### config.mk
export PLATFORM = sky130hd
export DESIGN_NAME = mem_wb_reg
export DESIGN_NICKNAME = d
export VERILOG_FILES = /design/src/source/core_pkg.sv /design/src/source/mem_wb_reg.sv
export SDC_FILE = /design/constraint.sdc
export NUM_CORES = 1
export LEC_CHECK = 0
export BUFFER_PORTS_ARGS = -buffer_cell sky130_fd_sc_hd__buf_2
export CAP_MARGIN = 20
export CELL_PAD_IN_SITES_DETAIL_PLACEMENT = 2
export CELL_PAD_IN_SITES_GLOBAL_PLACEMENT = 2
export CORE_UTILIZATION = 23
export DETAILED_ROUTE_END_ITERATION = 10
export PLACE_DENSITY_LB_ADDON = 0.1
export SLEW_MARGIN = 20
export SYNTH_ARGS = -nofsm -noshare
export SYNTH_HDL_FRONTEND = slang
export SYNTH_SLANG_ARGS = --single-unit
### constraint.sdc
create_clock -name clk -period 0.8 [get_ports clk]
set_clock_uncertainty 0.15 [all_clocks]
set_input_delay 0.04 -clock clk [delete_from_list [all_inputs] [get_ports clk]]
set_output_delay 0.04 -clock clk [all_outputs]
set_load 0.01 [all_outputs]
### src/source/core_pkg.sv
/*
 * core_pkg
 * Pipeline-wide types for the RV64 back end: data and PC widths, register
 * indices, instruction-type codes and the stall-vector bit positions.
 */
package core_pkg;

    localparam int xlen          = 64;
    localparam int reg_addr_bits = 5;
    localparam int stall_bits    = 5;

    typedef logic [xlen-1:0]          xlen_t;
    typedef logic [xlen-1:0]          pc_t;
    typedef logic [reg_addr_bits-1:0] reg_addr_t;
    typedef logic [7:0]               inst_type_t;
    typedef logic [stall_bits-1:0]    stall_t;

    // a PC of zero together with inst_none is a bubble
    localparam inst_type_t inst_none  = 8'd0;
    localparam inst_type_t inst_alu   = 8'd1;
    localparam inst_type_t inst_load  = 8'd2;
    localparam inst_type_t inst_store = 8'd3;

    // a set bit in the stall vector stalls that stage
    localparam int stall_pc  = 0;
    localparam int stall_if  = 1;
    localparam int stall_id  = 2;
    localparam int stall_ex  = 3;
    localparam int stall_mem = 4;

endpackage
### src/source/mem_wb_reg.sv
/*
 * mem_wb_reg
 * Pipeline register into write-back. Takes a bubble while the memory
 * stage is stalled so a waiting load or store retires once.
 */
module mem_wb_reg (
    input  logic                 clk,
    input  logic                 arst_n,
    input  core_pkg::stall_t     stall_ctrl,
    input  core_pkg::pc_t        res_pc,
    input  core_pkg::inst_type_t res_inst_type,
    input  logic                 res_rd_ena,
    input  core_pkg::xlen_t      res_rd_data,
    input  core_pkg::reg_addr_t  res_rd_addr,
    output core_pkg::pc_t        wb_pc,
    output core_pkg::inst_type_t wb_inst_type,
    output logic                 wb_rd_ena,
    output core_pkg::xlen_t      wb_rd_data,
    output core_pkg::reg_addr_t  wb_rd_addr
);

    always_ff @(posedge clk or negedge arst_n) begin
        if (!arst_n) begin
            wb_pc        <= '0;
            wb_inst_type <= core_pkg::inst_none;
            wb_rd_ena    <= 1'b0;
            wb_rd_data   <= '0;
            wb_rd_addr   <= '0;
        end else if (stall_ctrl[core_pkg::stall_mem]) begin
            // an instruction still waiting on memory leaves a bubble behind it
            wb_pc        <= '0;
            wb_inst_type <= core_pkg::inst_none;
            wb_rd_ena    <= 1'b0;
            wb_rd_data   <= '0;
            wb_rd_addr   <= '0;
        end else begin
            wb_pc        <= res_pc;
            wb_inst_type <= res_inst_type;
            wb_rd_ena    <= res_rd_ena;
            wb_rd_data   <= res_rd_data;
            wb_rd_addr   <= res_rd_addr;
        end
    end

endmodule

== Word-level counts from Yosys, hierarchy flattened ==
Index checks and enable logic that the tools add are counted.

* Register bits: 142
* Latch bits: 0
* Bits in writable memories: 0
* Memory bits (read-only): 0
* Memories kept: 0

* $add $sub $neg: 0
* Multipliers: 0
* Divide/modulo/power cells: 0
* $lt $le $gt $ge: 0
* Eq/ne operators: 0
* Shift operators: 0
* Mux-type cells: 5
* Bitwise logic cells: 0
* Reduce and logical (&&, ||, !) cells: 0

{| class="wikitable"
|+ Operator list
! cell !! count
|-
| 2-to-1 mux 64 bit || 2
|-
| 2-to-1 mux 8 bit || 1
|-
| 2-to-1 mux 5 bit || 1
|-
| 2-to-1 mux 1 bit || 1
|}

== Depth between registers and ports, before layout ==
* Word-level depth: 1
* Depth in mapped cells: 3
* Mapped depth without buffers: 1

== Worst setup path after synthesis ==
No wires, ideal clock.

* Path type: in2reg
* Start point: input stall_ctrl[4]
* End point: register wb_pc[48]
* Setup time: 0.118 ns
* Arrival time: 0.405 ns
* Path slack: 0.127 ns
* Cell stages on the path: 3
* Path buffers: 2
* Cell sequence: buf_2 > buf_4 > nor2b_1

* Cells in the longest elaborated chain, start to end: 1

{| class="wikitable"
|+ Ends and longest elaborated chain
! element !! RTL line !! source
|-
| from (decl) || mem_wb_reg.sv:9 || <nowiki>input core_pkg::stall_t stall_ctrl,</nowiki>
|-
| 2-to-1 mux 64 bit || mem_wb_reg.sv:29 || <nowiki>end else if (stall_ctrl[core_pkg::stall_mem]) begin</nowiki>
|-
| to (signal assigned) || mem_wb_reg.sv:37 || <nowiki>wb_pc <= res_pc;</nowiki>
|-
| to (decl) || mem_wb_reg.sv:15 || <nowiki>output core_pkg::pc_t wb_pc,</nowiki>
|}

Every way passes these cells.

== Worst setup path in the final report ==
* Start point: register wb_pc[49]
* End point: output wb_pc[49]

No word-level cell between the ends.

==> results_dict.tcl <==
set metrics [dict create \
    status "complete, but fails checks" \
    failed_checks "hold timing, setup timing" \
    io_buffers 286 \
    cp_cell_sequence "buf_6" \
    netlist_area_mm2 0.00454 \
    cts_root_buffer "clkbuf_16" \
    firstDrtPassIters 4 \
    grt_overflow_total 0 \
    worstPathRequired_ns 0.61 \
    highest-signal-layer "met4" \
    arrival_ns 0.95 \
    netlist_top_cells_area "dfrtp_1 78%, nor2b_1 20%, buf_4 1.3%" \
    min_period_over_period 1.42 \
    drive_gt1_frac 0.435 \
    dp_hpwl_um 10700 \
    dieArea_mm2 0.0203 \
    h-tree-depth 4 \
    timing.hold.ws_ns -0.151 \
    numCtsBuffers 17 \
    cts.path.max_buffers 2 \
    grt_pass1_vias 4639 \
    period_needed_ns 1.14 \
    startpoint_type "flop" \
    ys_types 4 \
    die-width_um 142 \
    leakagePower_nw 4.42 \
    yosysSeqAreaShare 0.783 \
    async_flop_share 1.00 \
    hold_path_class "input port to flop" \
    cts.reportedPaths.clkPinSlew_ns 0.06 \
    fillers 1974 \
    drtAntennaViolNets 0 \
    antenna_cells 0 \
    fin_nets 894 \
    gp_congestion 0.699 \
    drv_cap 0 \
    wl_per_cell_um 16.5 \
    io_pins 291 \
    grt_max_degree 51 \
    synthCells 299 \
    cts_num_sinks 142 \
    yosys_warnings 0 \
    slowest_delay_ns 0.40 \
    dp_slack_ns -0.0512 \
    cpLargestDelayFamily "flip-flops" \
    grtUsageTotal 0.169 \
    rows 51 \
    vias_per_cell 3.86 \
    wl_met2_um 8580 \
    setup_viol 142 \
    initial_core_util 0.234 \
    die_h_um 142 \
    worst-path-max-fanout 1 \
    drtIter0Drc 93 \
    ys_seq_elements 142 \
    hold_buffers 143 \
    syn_area_per_cell_um2 15.2 \
    drc_errors 0 \
    syn_nets 448 \
    ir_drop_mv 1.40 \
    antenna_found_initial 0 \
    wl_met3_um 1660 \
    synth_top_flop_cell "dfrtp_1" \
    routedLengthMet1_um 6430 \
    synth_top_area_frac 0.783 \
    wl_um 16900 \
    rsz0062_at_grt "yes" \
    synth_common_cells "142 x dfrtp_1, 142 x nor2b_1, 8 x buf_4" \
    critPathKind "flop to primary output" \
    fin_tns_setup_ns -42.74 \
    post-synth-top-area-cell "dfrtp_1" \
    hold_viol_final 100 \
    power_density_mw_per_mm2 2000 \
    cts_tree "done" \
    grt_pass1_wl_um 25400 \
    worst_pin_slew_ns 0.227 \
    vias 3941 \
    core_mm2 0.0194 \
    syn_to_final_growth_pct 93.7 \
    slew_headroom 0.849 \
    cp_slowest_cell "dfrtp_1" \
    synth_edf_count 0 \
    worst_slack_ns -0.339 \
    end_kind "primary output" \
    final_max_slew_viol_count 0 \
    timing.fmax_mhz 878 \
    critPathBufInv 1 \
]
==> cells by family (layout without fill, tap and decap cells) <==
logic type / Yosys count / count (layout) / synth area share
flip-flops: 142 / 142 / 0.783
AND/OR/NAND/NOR: 142 / 142 / 0.196
buffers and inverters: 15 / 473 / 0.0210
==> state kept, by name (all words and copies together), names as in the netlist <==
register / count
wb_inst_type: 8
wb_pc: 64
wb_rd_data: 64
wb_rd_ena: 1
wb_rd_addr: 5
==> area by class of cell <==
class                   instances  area [µm²]  area share
flip-flops and latches        142        3550       0.404
repair buffers                442        3460       0.393
multi-input cells             142         888       0.101
clock buffers                  19         443      0.0504
well taps                     265         332      0.0377
clock inverters                12         113      0.0128
==> placed cells by master (no fill, tap or decap) <==
master | netlist | routed
buf_2 | 7 | 216
clkinv_2 | 0 | 2
clkbuf_16 | 0 | 17
buf_6 | 0 | 69
buf_12 | 0 | 5
nor2b_1 | 142 | 142
dlygate4sd3_1 | 0 | 143
clkinv_4 | 0 | 1
buf_4 | 8 | 9
clkbuf_8 | 0 | 1
bufinv_16 | 0 | 1
inv_6 | 0 | 3
clkbuf_1 | 0 | 1
clkinvlp_4 | 0 | 5
dfrtp_1 | 142 | 142
==> final timing paths <==
check                                    start                       end  slack, ns  depth (start not counted)
min                              stall_ctrl[4]       wb_pc[40]$_DFF_PN0_      -0.15                          3
max in group asynchronous               arst_n        wb_pc[1]$_DFF_PN0_       0.15                          3
max                        wb_pc[49]$_DFF_PN0_                 wb_pc[49]      -0.34                          1
min in group asynchronous               arst_n  wb_rd_data[25]$_DFF_PN0_      -0.12                          2
==> routing by layer <==
metal | up-vias | global-route usage
met5 | - | 0
met3 | 16 | 0.0808
li1 | 1789 | -
met1 | 1945 | 0.181
met2 | 191 | 0.296
met4 | 0 | 0.0464
==> metrics by stage <==
step | cells | hold slack (ns) | utilization | power [W] | instance area [µm²]
CTS | 1022 | -0.172 | 0.445 | 0.0177 | 8640
global route | 1022 | -0.162 | 0.453 | 0.0184 | 8790
global placement | 848 | -0.258 | 0.329 | 0.00933 | 6370
finish | 1022 | -0.151 | 0.453 | 0.0176 | 8790
floorplan | 299 | -0.406 | - | 0.00833 | 4540
detailed placement | 848 | -0.263 | 0.329 | 0.00937 | 6370
==> report_power, final <==
group / internal (W) / switching (W)
Sequential: 0.00755 / 0.000137
Clock: 0.00436 / 0.00315
Combinational: 0.00140 / 0.000970
==> what timing repair did <==
item / in CTS / in global routing
cloned: 0 / 0
buffers inserted: 0 / 0
endpoints found under the hold margin: 284 / 86
setup endpoints to repair: 142 / 142
gates resized for setup: 60 / 24
(Power assumes the default switching activity.)
