**src/source/mem_pkg.sv**
```systemverilog
/*
 * mem_pkg
 * Data-side memory types: APB widths, load/store access selector codes
 * and the geometry of the data RAM.
 */
package mem_pkg;

    localparam int apb_addr_bits = 32;
    localparam int apb_data_bits = 64;

    typedef logic [63:0]                  data_addr_t;
    typedef logic [apb_addr_bits-1:0]     apb_addr_t;
    typedef logic [apb_data_bits-1:0]     apb_data_t;
    typedef logic [apb_data_bits/8-1:0]   apb_strb_t;
    typedef logic [2:0]                   ls_sel_t;

    // codes 0 to 2 sign-extend, 4 to 6 zero-extend; stores look at the size only
    localparam ls_sel_t ls_byte   = 3'd0;
    localparam ls_sel_t ls_half   = 3'd1;
    localparam ls_sel_t ls_word   = 3'd2;
    localparam ls_sel_t ls_dword  = 3'd3;
    localparam ls_sel_t ls_byte_u = 3'd4;
    localparam ls_sel_t ls_half_u = 3'd5;
    localparam ls_sel_t ls_word_u = 3'd6;

    localparam int ram_depth_words = 256;
    localparam int ram_index_bits  = 8;

endpackage

```
**src/source/core_pkg.sv**
```systemverilog
/*
 * core_pkg
 * Pipeline-wide types for the RV64 back end: data and PC widths, register
 * indices, instruction-type codes and the stall-vector bit positions.
 */
package core_pkg;

    localparam int xlen          = 64;
    localparam int reg_addr_bits = 5;
    localparam int stall_bits    = 5;

    typedef logic [xlen-1:0]          xlen_t;
    typedef logic [xlen-1:0]          pc_t;
    typedef logic [reg_addr_bits-1:0] reg_addr_t;
    typedef logic [7:0]               inst_type_t;
    typedef logic [stall_bits-1:0]    stall_t;

    // a PC of zero together with inst_none is a bubble
    localparam inst_type_t inst_none  = 8'd0;
    localparam inst_type_t inst_alu   = 8'd1;
    localparam inst_type_t inst_load  = 8'd2;
    localparam inst_type_t inst_store = 8'd3;

    // a set bit in the stall vector stalls that stage
    localparam int stall_pc  = 0;
    localparam int stall_if  = 1;
    localparam int stall_id  = 2;
    localparam int stall_ex  = 3;
    localparam int stall_mem = 4;

endpackage
```
**src/source/ex_mem_reg.sv**
```systemverilog
/*
 * ex_mem_reg
 * Pipeline register between execute and memory. Loads, holds or inserts
 * a bubble according to the stall bits of the execute and memory stages.
 */
module ex_mem_reg (
    input  logic                 clk,
    input  logic                 arst_n,
    input  core_pkg::stall_t     stall_ctrl,
    input  core_pkg::pc_t        ex_pc,
    input  core_pkg::inst_type_t ex_inst_type,
    input  logic                 ex_rd_ena,
    input  core_pkg::xlen_t      ex_rd_data,
    input  core_pkg::reg_addr_t  ex_rd_addr,
    input  mem_pkg::ls_sel_t     ex_ls_sel,
    input  mem_pkg::data_addr_t  ex_ls_addr,
    output core_pkg::pc_t        mem_pc,
    output core_pkg::inst_type_t mem_inst_type,
    output logic                 mem_rd_ena,
    output core_pkg::xlen_t      mem_rd_data,
    output core_pkg::reg_addr_t  mem_rd_addr,
    output mem_pkg::ls_sel_t     mem_ls_sel,
    output mem_pkg::data_addr_t  mem_ls_addr
);

    always_ff @(posedge clk or negedge arst_n) begin
        if (!arst_n) begin
            mem_pc        <= '0;
            mem_inst_type <= core_pkg::inst_none;
            mem_rd_ena    <= 1'b0;
            mem_rd_data   <= '0;
            mem_rd_addr   <= '0;
            mem_ls_sel    <= '0;
            mem_ls_addr   <= '0;
        end else if (stall_ctrl[core_pkg::stall_mem]) begin
            // memory is busy with the current entry, keep it in place
        end else if (stall_ctrl[core_pkg::stall_ex]) begin
            // execute is stalled but memory moves on, so feed it a bubble
            mem_pc        <= '0;
            mem_inst_type <= core_pkg::inst_none;
            mem_rd_ena    <= 1'b0;
            mem_rd_data   <= '0;
            mem_rd_addr   <= '0;
            mem_ls_sel    <= '0;
            mem_ls_addr   <= '0;
        end else begin
            mem_pc        <= ex_pc;
            mem_inst_type <= ex_inst_type;
            mem_rd_ena    <= ex_rd_ena;
            mem_rd_data   <= ex_rd_data;
            mem_rd_addr   <= ex_rd_addr;
            mem_ls_sel    <= ex_ls_sel;
            mem_ls_addr   <= ex_ls_addr;
        end
    end

endmodule

```
**config.mk**
```make
export PLATFORM = sky130hd
export DESIGN_NAME = ex_mem_reg
export DESIGN_NICKNAME = d
export VERILOG_FILES = /design/src/source/mem_pkg.sv /design/src/source/core_pkg.sv /design/src/source/ex_mem_reg.sv
export SDC_FILE = /design/constraint.sdc
export NUM_CORES = 1
export LEC_CHECK = 0
export BUFFER_PORTS_ARGS = -buffer_cell sky130_fd_sc_hd__buf_2
export CORE_AREA = 2 2 166 168
export CTS_BUF_LIST = sky130_fd_sc_hd__clkbuf_4 sky130_fd_sc_hd__clkbuf_8
export DETAILED_ROUTE_END_ITERATION = 16
export DIE_AREA = 0 0 168 170
export GPL_TIMING_DRIVEN = 0
export PLACE_DENSITY = 0.74
export SYNTH_ARGS = -nofsm -noshare
export SYNTH_HDL_FRONTEND = slang
export SYNTH_SLANG_ARGS = --single-unit
export TNS_END_PERCENT = 100
```
**constraint.sdc**
```tcl
create_clock -name clk -period 0.8 [get_ports clk]
set_clock_uncertainty 0.05 [all_clocks]
set_input_delay 0.16 -clock clk [delete_from_list [all_inputs] [get_ports clk]]
set_output_delay 0.16 -clock clk [all_outputs]
set_load 0.02 [all_outputs]
```
* Yosys cells after proc, flatten, opt, wreduce, memory -nomap -nowiden
Index checks and enable logic that the tools add are counted.
Word-level totals: logic and storage cells 14, flip-flop bits (word level) 209, input port bits 216, output and inout bits 209
Operators by class: muxes and demuxes 7
Operator list (count):
- two-way mux 64 bit | 3
- two-way mux 8 bit | 1
- two-way mux 5 bit | 1
- two-way mux 3 bit | 1
- two-way mux 1 bit | 1

* Logic depth before layout (Yosys ltp)
depth after elaboration 1, mapped depth 5, gate-level depth less buffers 2

* Least setup slack after synthesis
OpenSTA, ideal clock, no wires.
path kind input -> register, start in stall_ctrl[4], end reg mem_inst_type[1], cell stages on the path 5, setup time 0.134 ns, data arrival time 0.719 ns, path slack -0.102 ns, path buffers 3, required time 0.616 ns, cell sequence buf_4 -> buf_4 -> buf_2 -> nand2_1 -> o21ai_0
RTL lines:
- start, declared | RTL line ex_mem_reg.sv:9 | input core_pkg::stall_t stall_ctrl,
- end signal, assigned | RTL line ex_mem_reg.sv:29 | mem_inst_type <= core_pkg::inst_none;
- end signal, assigned | RTL line ex_mem_reg.sv:40 | mem_inst_type <= core_pkg::inst_none;
- end signal, assigned | RTL line ex_mem_reg.sv:48 | mem_inst_type <= ex_inst_type;
- end, declared | RTL line ex_mem_reg.sv:18 | output core_pkg::inst_type_t mem_inst_type,

* Worst setup path in the final report
start reg mem_ls_sel[1], end out mem_ls_sel[1]
RTL lines:
- start, declared | RTL line ex_mem_reg.sv:22 | output mem_pkg::ls_sel_t mem_ls_sel,
- start signal, assigned | RTL line ex_mem_reg.sv:52 | mem_ls_sel <= ex_ls_sel;
No word-level cell between the ends.

==> qor.yml <==
status:
  status: "complete, but fails checks"
  violations: "negative hold slack, negative setup slack"
finish:
  layout.nets: 1896
  layout_commonest_cell: "buf_6"
  drive_gt1_share_pct: 45.4
  synthToLayoutAreaGrowth_pct: 96.1
  final_core_util_pct: 64.3
  final_cell_mix: "buf_6, buf_2, dlygate4sd3_1, dfrtp_1, nand2b_1"
  fill_cells: 1732
setup_path:
  crit_path_end: "mem_ls_sel[1]"
  critPathTopFamily: "flip-flops"
  path_depth: 1
  rr_endpoint: "mem_rd_data[56]$_DFFE_PN0N_"
  crit_fanout: 2
  critPathSlowestCell: "dfrtp_1"
  rr_worst_depth: 4
  cpPeakStageDelay_ps: 440
  cp-end-kind: "output pin"
  reg2reg_setup_slack_ps: -220
  worstPathCellList: "buf_6"
  critical_path.startpoint: "mem_ls_sel[1]$_DFFE_PN0N_"
  worstPathRequired_ps: 590
  arrival_ps: 1120
  critical_path_class: "register to output pin"
  r2r-start: "mem_rd_data[56]$_DFFE_PN0N_"
  path_buf_inv: 1
  start_kind: "register"
timing:
  setup_violations: 310
  whs_ps: -516
  period_share_pct: 166
  fmax_ghz: 0.751
  max_slew_margin_pct: 55.5
  finalHoldViolations: 134
  grt_setup_unrepaired: "yes"
  drv_slew: 0
  tightestPinTransition_ps: 668
  worst_slack_ps: -532
  period_minus_slack_ps: 1330
power_and_ir_drop:
  seqPwrFrac_pct: 39.8
  clkPwrFrac_pct: 34.7
  peakVddDrop_uv: 1150
  p_sw_mw: 9.22
  p_leak_nw: 8.34
  internal-power_mw: 21.4
  p_comb_share_pct: 25.5
  p_sw_share_pct: 30.1
  power_density_nw_per_um2: 1780
clock_tree:
  root_buffer: "clkbuf_8"
  cts.path.max_buffers: 3
  cts_tree: "yes"
  cts.clk_slew.worst_paths_ps: 60
  cts.sinks: 209
  cts_made_buffers: 37
  holdBufCountCts: 213
  cts-htree-levels: 2
  clock_latency_ps: 520
route:
  vias: 10300
  drc: 0
  drt_pre_antenna_iters: 5
  ant_nets: 0
  finalWirelength_um: 42300
  drtIter0Drc: 698
  wl_per_cell_um: 20.6
  vias_per_cell: 5.03
die:
  core_um2: 26700
  fp-row-count: 60
  fp.dieH_um: 170
  pin_count: 425
  die_area_um2: 28600
  fp.dieW_um: 168
  initial_core_util_pct: 32.8
synthesis:
  synth.distinct_cells: 13
  ys_seq_area_share_pct: 59.9
  avgSynthCellArea_um2: 9.67
  syn_area_um2: 8740
  ys_ff_latch: 209
  syn_nets: 1120
  synthCells: 904
  ys.warnings.count: 0
global_routing:
  grt_antenna_before_repair: 2
  grt_max_degree: 111
  grt_pass1_wl_um: 57800
  grt_pass1_vias: 10500
  grt_overflow: 0
  track_usage_pct: 25.7
placement:
  pre_cts_ws_ps: -542
  gp_congestion: 0.809
  io_buffers: 419
  hpwl_um: 20800
hold_path:
  min_path_type: "input pin to asynchronous set/reset pin"
flow_run:
  max_cap_viol_count: 0
[cell type report]
type	count	area [um2]	area share, %
Clock buffer	61	752	4.39
Clock inverter	4	22.5	0.131
Sequential cell	209	5230	30.5
Buffer	69	463	2.70
Timing Repair Buffer	737	6580	38.4
Multi-Input combinational cell	626	3650	21.3
Tap cell	341	427	2.49
Antenna cell	4	10.0	0.0584
[what timing repair did]
item	CTS	global route
resized for setup	442	239
pin swaps	0	3
buffers inserted	47	74
hold endpoints to repair	308	99
endpoints found under the setup margin	209	399
[routing by layer]
metal,part of all wire (%),vias up,GRT usage [%]
li1,-,4469,-
met3,8.3,187,6.79
met5,0,-,0
met4,5.9,0,13.2
met2,50,644,45.0
met1,36,5011,28.9
[Yosys cell counts]
master | count | area [um2]
dfrtp_1 | 209 | 5230
nand2_1 | 208 | 781
nand2b_1 | 208 | 1300
o21ai_0 | 140 | 701
o21ai_1 | 68 | 340
buf_2 | 28 | 140
clkbuf_1 | 26 | 97.6
buf_6 | 9 | 101
clkbuf_2 | 3 | 15.0
buf_4 | 2 | 15.0
a22o_1 | 1 | 8.76
buf_1 | 1 | 3.75
nor2_1 | 1 | 3.75
[kinds of logic (layout without fill, tap and decap cells)]
| logic type | count (synthesis) | after routing | synth area share (%) |
|---|---|---|---|
| flops | 209 | 209 | 59.9 |
| buf+inv | 69 | 871 | 4.27 |
| other cells | 0 | 4 | 0 |
| simple gates | 417 | 417 | 23.9 |
| compound gates | 209 | 209 | 12.0 |
[stage by stage]
stage	hold WS [ps]	cells	setup TNS, ps	power (mW)	cell area (um2)
global placement	325	1664	-907060	16.5	11500
CTS	-371	1990	-102050	29.2	16100
global route	-464	2049	-111950	31.6	17100
finish	-516	2051	-103490	30.6	17100
floorplan	-186	904	-8220	14.4	8930
detailed placement	190	1665	-120660	16.6	11500
[power groups by stage]
stage / combinational (mW) / sequential [mW] / clock [mW]
finish: 7.81 / 12.2 / 10.6
global route: 8.19 / 12.2 / 11.2
CTS: 6.63 / 12.0 / 10.5
detailed placement: 4.57 / 12.0 / 0
global placement: 4.47 / 12.0 / 0
floorplan: 1.37 / 13.0 / 0
[flip-flops by register name (all words and copies together) (netlist names)]
name and count:
mem_pc 64, mem_ls_addr 64, mem_inst_type 8, mem_rd_data 64, mem_ls_sel 3, mem_rd_ena 1
mem_rd_addr 5
[worst min path at each step]
| stage | cells past startpoint | startpoint | slack, ps | endpoint |
|---|---|---|---|---|
| 6_report | 1 | arst_n | -520 | mem_pc[6]$_DFFE_PN0N_ |
| 5_1_grt | 1 | arst_n | -460 | mem_pc[6]$_DFFE_PN0N_ |
| 4_1_cts | 1 | arst_n | -370 | mem_rd_data[7]$_DFFE_PN0N_ |
| 3_5_place_dp | 1 | arst_n | 190 | mem_pc[6]$_DFFE_PN0N_ |
| 3_3_place_gp | 2 | ex_pc[61] | 320 | mem_pc[61]$_DFFE_PN0N_ |
| 2_1_floorplan | 0 | arst_n | -190 | mem_inst_type[0]$_DFFE_PN0N_ |
No activity file was read; power rests on OpenSTA's default activity.
