===== config.mk =====
export PLATFORM = sky130hd
export DESIGN_NAME = mem_access
export DESIGN_NICKNAME = d
export VERILOG_FILES = /design/src/source/mem_pkg.sv /design/src/source/core_pkg.sv /design/src/source/mem_access.sv
export SDC_FILE = /design/constraint.sdc
export NUM_CORES = 1
export LEC_CHECK = 0
export BUFFER_PORTS_ARGS = -buffer_cell sky130_fd_sc_hd__buf_2
export CAP_MARGIN = 30
export CORE_AREA = 2 2 204 206
export CTS_CLUSTER_SIZE = 28
export DETAILED_ROUTE_END_ITERATION = 8
export DIE_AREA = 0 0 206 208
export SLEW_MARGIN = 20
export SYNTH_ARGS = -nofsm -noshare
export SYNTH_HDL_FRONTEND = slang
export SYNTH_SLANG_ARGS = --single-unit

===== constraint.sdc =====
create_clock -name clk -period 3.2 [get_ports clk]
set_input_delay 0.16 -clock clk [delete_from_list [all_inputs] [get_ports clk]]
set_output_delay 0.16 -clock clk [all_outputs]
set_load 0.02 [all_outputs]

===== src/source/mem_pkg.sv =====
/*
 * mem_pkg
 * Data-side memory types: APB widths, load/store access selector codes
 * and the geometry of the data RAM.
 */
package mem_pkg;

    localparam int apb_addr_bits = 32;
    localparam int apb_data_bits = 64;

    typedef logic [63:0]                  data_addr_t;
    typedef logic [apb_addr_bits-1:0]     apb_addr_t;
    typedef logic [apb_data_bits-1:0]     apb_data_t;
    typedef logic [apb_data_bits/8-1:0]   apb_strb_t;
    typedef logic [2:0]                   ls_sel_t;

    // codes 0 to 2 sign-extend, 4 to 6 zero-extend; stores look at the size only
    localparam ls_sel_t ls_byte   = 3'd0;
    localparam ls_sel_t ls_half   = 3'd1;
    localparam ls_sel_t ls_word   = 3'd2;
    localparam ls_sel_t ls_dword  = 3'd3;
    localparam ls_sel_t ls_byte_u = 3'd4;
    localparam ls_sel_t ls_half_u = 3'd5;
    localparam ls_sel_t ls_word_u = 3'd6;

    localparam int ram_depth_words = 256;
    localparam int ram_index_bits  = 8;

endpackage


===== src/source/core_pkg.sv =====
/*
 * core_pkg
 * Pipeline-wide types for the RV64 back end: data and PC widths, register
 * indices, instruction-type codes and the stall-vector bit positions.
 */
package core_pkg;

    localparam int xlen          = 64;
    localparam int reg_addr_bits = 5;
    localparam int stall_bits    = 5;

    typedef logic [xlen-1:0]          xlen_t;
    typedef logic [xlen-1:0]          pc_t;
    typedef logic [reg_addr_bits-1:0] reg_addr_t;
    typedef logic [7:0]               inst_type_t;
    typedef logic [stall_bits-1:0]    stall_t;

    // a PC of zero together with inst_none is a bubble
    localparam inst_type_t inst_none  = 8'd0;
    localparam inst_type_t inst_alu   = 8'd1;
    localparam inst_type_t inst_load  = 8'd2;
    localparam inst_type_t inst_store = 8'd3;

    // a set bit in the stall vector stalls that stage
    localparam int stall_pc  = 0;
    localparam int stall_if  = 1;
    localparam int stall_id  = 2;
    localparam int stall_ex  = 3;
    localparam int stall_mem = 4;

endpackage

===== src/source/mem_access.sv =====
/*
 * mem_access
 * Memory stage. Runs one APB transfer per load or store, builds the
 * pipeline stall vector and extends load data by the access selector.
 */
module mem_access (
    input  logic                 clk,
    input  logic                 arst_n,
    input  logic                 ex_stall_req,
    input  core_pkg::pc_t        mem_pc,
    input  core_pkg::inst_type_t mem_inst_type,
    input  logic                 mem_rd_ena,
    input  core_pkg::xlen_t      mem_rd_data,
    input  core_pkg::reg_addr_t  mem_rd_addr,
    input  mem_pkg::ls_sel_t     mem_ls_sel,
    input  mem_pkg::data_addr_t  mem_ls_addr,
    input  mem_pkg::apb_data_t   prdata,
    input  logic                 pready,
    output core_pkg::stall_t     stall_ctrl,
    output logic                 psel,
    output logic                 penable,
    output logic                 pwrite,
    output mem_pkg::apb_addr_t   paddr,
    output mem_pkg::apb_data_t   pwdata,
    output mem_pkg::apb_strb_t   pstrb,
    output core_pkg::pc_t        res_pc,
    output core_pkg::inst_type_t res_inst_type,
    output logic                 res_rd_ena,
    output core_pkg::xlen_t      res_rd_data,
    output core_pkg::reg_addr_t  res_rd_addr
);

    typedef enum logic [1:0] {
        state_idle,
        state_setup,
        state_access,
        state_done
    } state_t;

    state_t             state;
    state_t             state_next;
    logic               is_load;
    logic               is_store;
    logic               mem_busy;
    logic [2:0]         byte_off;
    mem_pkg::apb_strb_t size_mask;
    mem_pkg::apb_data_t load_data;
    core_pkg::xlen_t    lane_data;
    core_pkg::xlen_t    load_ext;

    assign is_load  = (mem_inst_type == core_pkg::inst_load);
    assign is_store = (mem_inst_type == core_pkg::inst_store);
    assign byte_off = mem_ls_addr[2:0];

    // busy until the DONE cycle, which lets both pipeline registers advance
    assign mem_busy = (is_load || is_store) && (state != state_done);

    always_comb begin
        state_next = state;
        case (state)
            state_idle:   if (is_load || is_store) state_next = state_setup;
            state_setup:  state_next = state_access;
            state_access: if (pready) state_next = state_done;
            state_done:   state_next = state_idle;
            default:      state_next = state_idle;
        endcase
    end

    always_ff @(posedge clk or negedge arst_n) begin
        if (!arst_n) begin
            state <= state_idle;
        end else begin
            state <= state_next;
        end
    end

    always_ff @(posedge clk) begin
        if (state == state_access && pready) begin
            load_data <= prdata;
        end
    end

    always_comb begin
        stall_ctrl = '0;
        if (mem_busy) begin
            stall_ctrl = '1;
        end else if (ex_stall_req) begin
            stall_ctrl[core_pkg::stall_pc] = 1'b1;
            stall_ctrl[core_pkg::stall_if] = 1'b1;
            stall_ctrl[core_pkg::stall_id] = 1'b1;
            stall_ctrl[core_pkg::stall_ex] = 1'b1;
        end
    end

    always_comb begin
        case (mem_ls_sel)
            mem_pkg::ls_byte, mem_pkg::ls_byte_u: size_mask = 8'h01;
            mem_pkg::ls_half, mem_pkg::ls_half_u: size_mask = 8'h03;
            mem_pkg::ls_word, mem_pkg::ls_word_u: size_mask = 8'h0f;
            default:                              size_mask = 8'hff;
        endcase
    end

    // master signals come from the held EX/MEM entry, so they stay stable in ACCESS
    assign psel    = (state == state_setup) || (state == state_access);
    assign penable = (state == state_access);
    assign pwrite  = is_store;
    assign paddr   = {mem_ls_addr[31:3], 3'b000};
    assign pwdata  = mem_rd_data << {byte_off, 3'b000};
    assign pstrb   = is_store ? mem_pkg::apb_strb_t'(size_mask << byte_off) : '0;

    assign lane_data = load_data >> {byte_off, 3'b000};

    always_comb begin
        case (mem_ls_sel)
            mem_pkg::ls_byte:   load_ext = {{56{lane_data[7]}}, lane_data[7:0]};
            mem_pkg::ls_half:   load_ext = {{48{lane_data[15]}}, lane_data[15:0]};
            mem_pkg::ls_word:   load_ext = {{32{lane_data[31]}}, lane_data[31:0]};
            mem_pkg::ls_dword:  load_ext = lane_data;
            mem_pkg::ls_byte_u: load_ext = {56'd0, lane_data[7:0]};
            mem_pkg::ls_half_u: load_ext = {48'd0, lane_data[15:0]};
            mem_pkg::ls_word_u: load_ext = {32'd0, lane_data[31:0]};
            default:            load_ext = lane_data;
        endcase
    end

    assign res_pc        = mem_pc;
    assign res_inst_type = mem_inst_type;
    assign res_rd_ena    = mem_rd_ena;
    assign res_rd_addr   = mem_rd_addr;
    assign res_rd_data   = (state == state_done && is_load) ? load_ext : mem_rd_data;

endmodule


# --- Word level (Yosys, flattened, before mapping) ---
# Index checks and enable logic that the tools add are counted.
op_classes:
  n_addsub: 0
  multipliers: 0
  n_div: 0
  order_cmp: 0
  eq_ne: 13
  n_shift: 3
  n_mux: 10
  bitwise: 0
  reduce_logical: 11
op_table:
  columns: ["operator", "count"]
  rows:
  - ["$pmux W64 S6", 1]
  - ["$mux W64", 1]
  - ["$shl A64 B6 Y64", 1]
  - ["$shr A64 B6 Y64", 1]
  - ["$pmux W8 S3", 1]
  - ["$eq A8 B2 Y1 const B", 2]
  - ["$eq A3 B3 Y1 const B", 3]
  - ["$mux W4", 2]
  - ["$mux W8", 1]
  - ["$pmux W2 S4", 1]
  - ["$shl A8 B3 Y8", 1]
  - ["$ne A2 B2 Y1 const B", 3]
  - ["$reduce_or A2 Y1", 3]
  - ["$eq A2 B2 Y1 const B", 2]
  - ["$mux W2", 2]
  - ["$eq A3 B1 Y1 const B", 1]
  - ["$eq A3 B2 Y1 const B", 1]
  - ["$logic_and A1 B1 Y1", 3]
  - ["$logic_not A3 Y1", 1]
  - ["$eq A2 B1 Y1 const B", 1]
  - ["$logic_not A2 Y1", 1]
  - ["$logic_or A1 B1 Y1", 2]
  - ["$reduce_and A2 Y1", 1]
  - ["$mux W1", 1]
totals:
  regBits: 66
  latchBits: 0
  ram_bits: 0
  romBits: 0
  output_inout_bits: 254
  wordCells: 39
  memories: 0

# --- Logic depth before layout (Yosys ltp) ---
logic_depth:
  ltp_word: 5
  mapped_depth: 8

# --- Worst setup path after synthesis ---
# No wires, ideal clock.
synth_timing:
  path_kind: "register to register"
  from: "register state[0]"
  to: "register load_data[0], enable pin"
  setup_time_ns: 0.429
  arrival_ns: 2.341
  t_required_ns: 2.771
  setup_slack_ns: 0.430
  path_stages_with_launch: 4
  n_path_buf: 0
  synth_period_minus_slack_ns: 2.770
  cell_sequence: "dfrtp_1 inv_1 ha_1 and2_1"
synth_via:
  elab_chain_cells: 2
synth_lines:
  columns: ["item", "line", "text"]
  rows:
  - ["from (decl)", "mem_access.sv:40", "state_t state;"]
  - ["from (signal assigned)", "mem_access.sv:71", "state <= state_idle;"]
  - ["from (signal assigned)", "mem_access.sv:73", "state <= state_next;"]
  - ["$eq A2 B2 Y1", null, null]
  - ["net penable", "mem_access.sv:21", "output logic penable,"]
  - ["$logic_and A1 B1 Y1", "mem_access.sv:78", "if (state == state_access && pready) begin"]
  - ["to (signal assigned)", "mem_access.sv:79", "load_data <= prdata;"]
  - ["to (decl)", "mem_access.sv:47", "mem_pkg::apb_data_t load_data;"]
# The timed path passes the listed nets, and every way through them passes these cells.
# A chain may end at the register's enable or synchronous reset.

# --- Worst setup path after layout ---
layout_timing:
  from: "register load_data[63]"
  to: "output res_rd_data[43]"
layout_via:
  elab_chain_cells: 3
layout_lines:
  columns: ["item", "line", "text"]
  rows:
  - ["$shr A64 B6 Y64", "mem_access.sv:112", "assign lane_data = load_data >> {byte_off, 3'b000};"]
  - ["$pmux W64 S6", "mem_access.sv:115", "case (mem_ls_sel)"]
  - ["$mux W64", "mem_access.sv:131", "assign res_rd_data = (state == state_done && is_load) ? load_ext : mem_rd_data;"]
  - ["to (decl)", "mem_access.sv:29", "output core_pkg::xlen_t res_rd_data,"]
# Every way passes these cells.

==> metrics <==
number of placed I/O pins=roughly 530; largest net degree at the start of global routing=101; Leakage=between 4 and 5 nW; # clock sinks=66; most common cell in the netlist=nor2_1; post-layout minimum cycle time=2700 ps; Synth top area share=25.3%; max cap viols=0; Final ANT Viol Nets=0; Synth Register Bits=between 60 and 70; setup violators final=0; sequential-to-total area share from yosys stat=between 20% and 30%; worst path cell trace=mux2i_1, mux2i_1, o21ai_1, o211a_2, buf_12, a31oi_1, buf_2; DPL Wire Length=between 30000 and 40000 um; Reg2Reg Launch Point=state[0]$_DFFE_PN0P_; Cell Pwr Density=roughly 380 mW/mm2; total power draw=3.66 mW; crit path launch type=register; Arrival @ worst endpoint=2540 ps; Final Cycle Share=between 80% and 90%; Routability Congestion=0.895; DRC=0; Syn Inst Count=~890; post-synthesis cell type count=50; CTS Root Buffer Type=clkbuf_16; worst vdd ir=387 uV; H-tree depth=3; Critical Path RT=just over 3000 ps; Hold Path Class=input port to register; First DRT Iteration DRCs=about 500; Critical Path Fanout Max=22; CTS Buf Count=9; initial antenna violation count=5; Worst Setup End Kind=output pin; die area=between 0.04 and 0.05 mm2; vias per cell=between 4 and 5; CTS max path bufs=2; number of fill cells in the layout=around 4500; final hold violations=0; leading area contributor after synthesis=edfxtp_1; CTS tree=done; share of synthesized flip-flops with an asynchronous set or reset=around 3.0%; port buffer count=~300; synth top area cells=edfxtp_1, mux2i_1, buf_4; worst path bufs/invs=2; final WL=40000 um; Die Y=between 200 and 250 um; Core ar.=between 0.04 and 0.05 mm2; unrepaired setup endpoints after global routing=no; Top delay family on crit path=compound AO/OA/AOI/OAI gates; Worst-path clk slew=roughly 50 ps; vias in the first global route=7264; syn_area_per_cell=8.50 um2; reg2reg end=load_data[53]$_DFFE_PP_; first-pass GRT wire length=~55000 um; layout cells sized above 1=roughly 36%; grt ovf=0; Total Routing Usage GR=around 18%; critical setup path kind=register to output pin; CP max stage delay=roughly 470 ps; Pre-Repair DR Iteration Count=5; Hold Slack=just over 10 ps; R2R depth=4; worst hold endpoint=load_data[39]$_DFFE_PP_; Rows=74; clk_skew=roughly 5 ps; hold path cells=1; Least-Margin Pin Slew=947 ps; via count=~7600; Warnings, synthesis=0; Worst Setup SP=load_data[63]$_DFFE_PP_; Hold Startpoint=prdata[39]; synth cell count leaders=nor2_1, buf_4, mux2i_1; status=finished clean; Initial Util=18.7%; Final #Nets=approximately 1400; reg2reg setup slack=between 1500 and 2000 ps; crit path max-delay cell type=edfxtp_1; post-CTS setup buffer count=0; Die Span X=about 210 um; Layout area overhead=26.0%; mapped cell area=around 0.0076 mm2; Clk Latency, worst-skew pair=around 340 ps; wire length per cell=about 25 um; Max Freq=between 300 and 400 MHz; EDFF count, synth=64; Pins Over Slew Limit=0; Setup TNS=0 ps; Crit path top cell by count=mux2i_1; worst rel slew slack=a little under two fifths; predominant post-synthesis flop cell=edfxtp_1
==> worst max-delay path by stage <==
stage | endpoint | slack [ps] | depth (start not counted)
6_report | res_rd_data[43] | 500 | 7
2_1_floorplan | load_data[0]$_DFFE_PP_ | 430 | 3
4_1_cts | res_rd_data[43] | 510 | 7
3_3_place_gp | res_rd_data[35] | 630 | 8
3_5_place_dp | res_rd_data[8] | 600 | 8
5_1_grt | res_rd_data[35] | 290 | 7
==> layout by cell type (no fill, tap or decap), types with 6 or more instances in the layout <==
cell type,count
o22ai_1,17
dlygate4sd3_1,52
and2_1,9
nor3_1,6
mux2_2,32
buf_2,294
mux4_2,19
buf_4,21
clkbuf_16,9
o21ai_0,40
nor2_1,123
o22a_1,7
edfxtp_1,64
nand2_1,74
nand3b_1,6
mux2i_1,111
a31oi_1,49
nor2b_1,17
a211oi_1,17
o2bb2ai_1,7
a21oi_1,49
==> stage by stage <==
step	setup slack, ps	cell area, um2	std cells	utilization, %
2_1_floorplan	430	7600	895	-
3_3_place_gp	635	8770	1556	21.6
3_5_place_dp	598	8770	1556	21.6
4_1_cts	513	9560	1624	23.6
5_1_grt	290	9560	1627	23.6
6_report	496	9570	1628	23.6
==> worst register-to-register path, cell delays in order, from the launching register on <==
cell and delay [ps]:
dfrtp_1 390, inv_1 110, ha_1 210, and2_2 180, buf_12 280
==> area by class of cell <==
cell class | count | area, um2 | share of cell area (%)
Antenna cell | 4 | 10.0 | 0.105
Clock buffer | 9 | 225 | 2.35
Clock inverter | 7 | 36.3 | 0.379
Inverter | 6 | 22.5 | 0.235
Multi-Input combinational cell | 632 | 4390 | 45.9
Sequential cell | 66 | 1970 | 20.6
Tap cell | 532 | 666 | 6.96
Timing Repair Buffer | 372 | 2240 | 23.4
==> where the power goes <==
group | internal [mW] | switching [mW] | leakage [nW] | total [mW]
clock network | 0.512 | 0.364 | 0.124 | 0.876
registers | 1.15 | 0.115 | 0.612 | 1.26
logic | 0.601 | 0.920 | 3.31 | 1.52
==> per-layer routing <==
metal	track usage (%)	wire length, um	vias up
met2	30.6	19700	385
met3	4.29	3440	70
met4	5.96	1160	2
li1	-	-	3520
met1	21.5	15700	3657
met5	0	17	-
==> flip-flops by register name, summed over array words and instances, names as in the netlist <==
name	flops
load_data	64
state	2
==> repair_timing <==
action,in CTS,in global routing
gates resized for setup,0,0
hold buffers,52,0
setup endpoints to repair,0,0
hold endpoints to repair,53,0
==> cells by family (layout without fill, tap and decap cells) <==
| kind of cell | Yosys count | in the layout | synth area share, % |
|---|---|---|---|
| flip-flops | 66 | 66 | 26.0 |
| buffers and inverters | 197 | 394 | 16.4 |
| other | 1 | 7 | 0.0494 |
| multiplexers | 163 | 163 | 25.2 |
| AO/OA/AOI/OAI | 210 | 210 | 17.3 |
| AND/OR/NAND/NOR | 252 | 252 | 14.5 |
| adder cells (fa/ha/maj) | 4 | 4 | 0.659 |
Note: power is estimated with default switching activity, not from simulation.
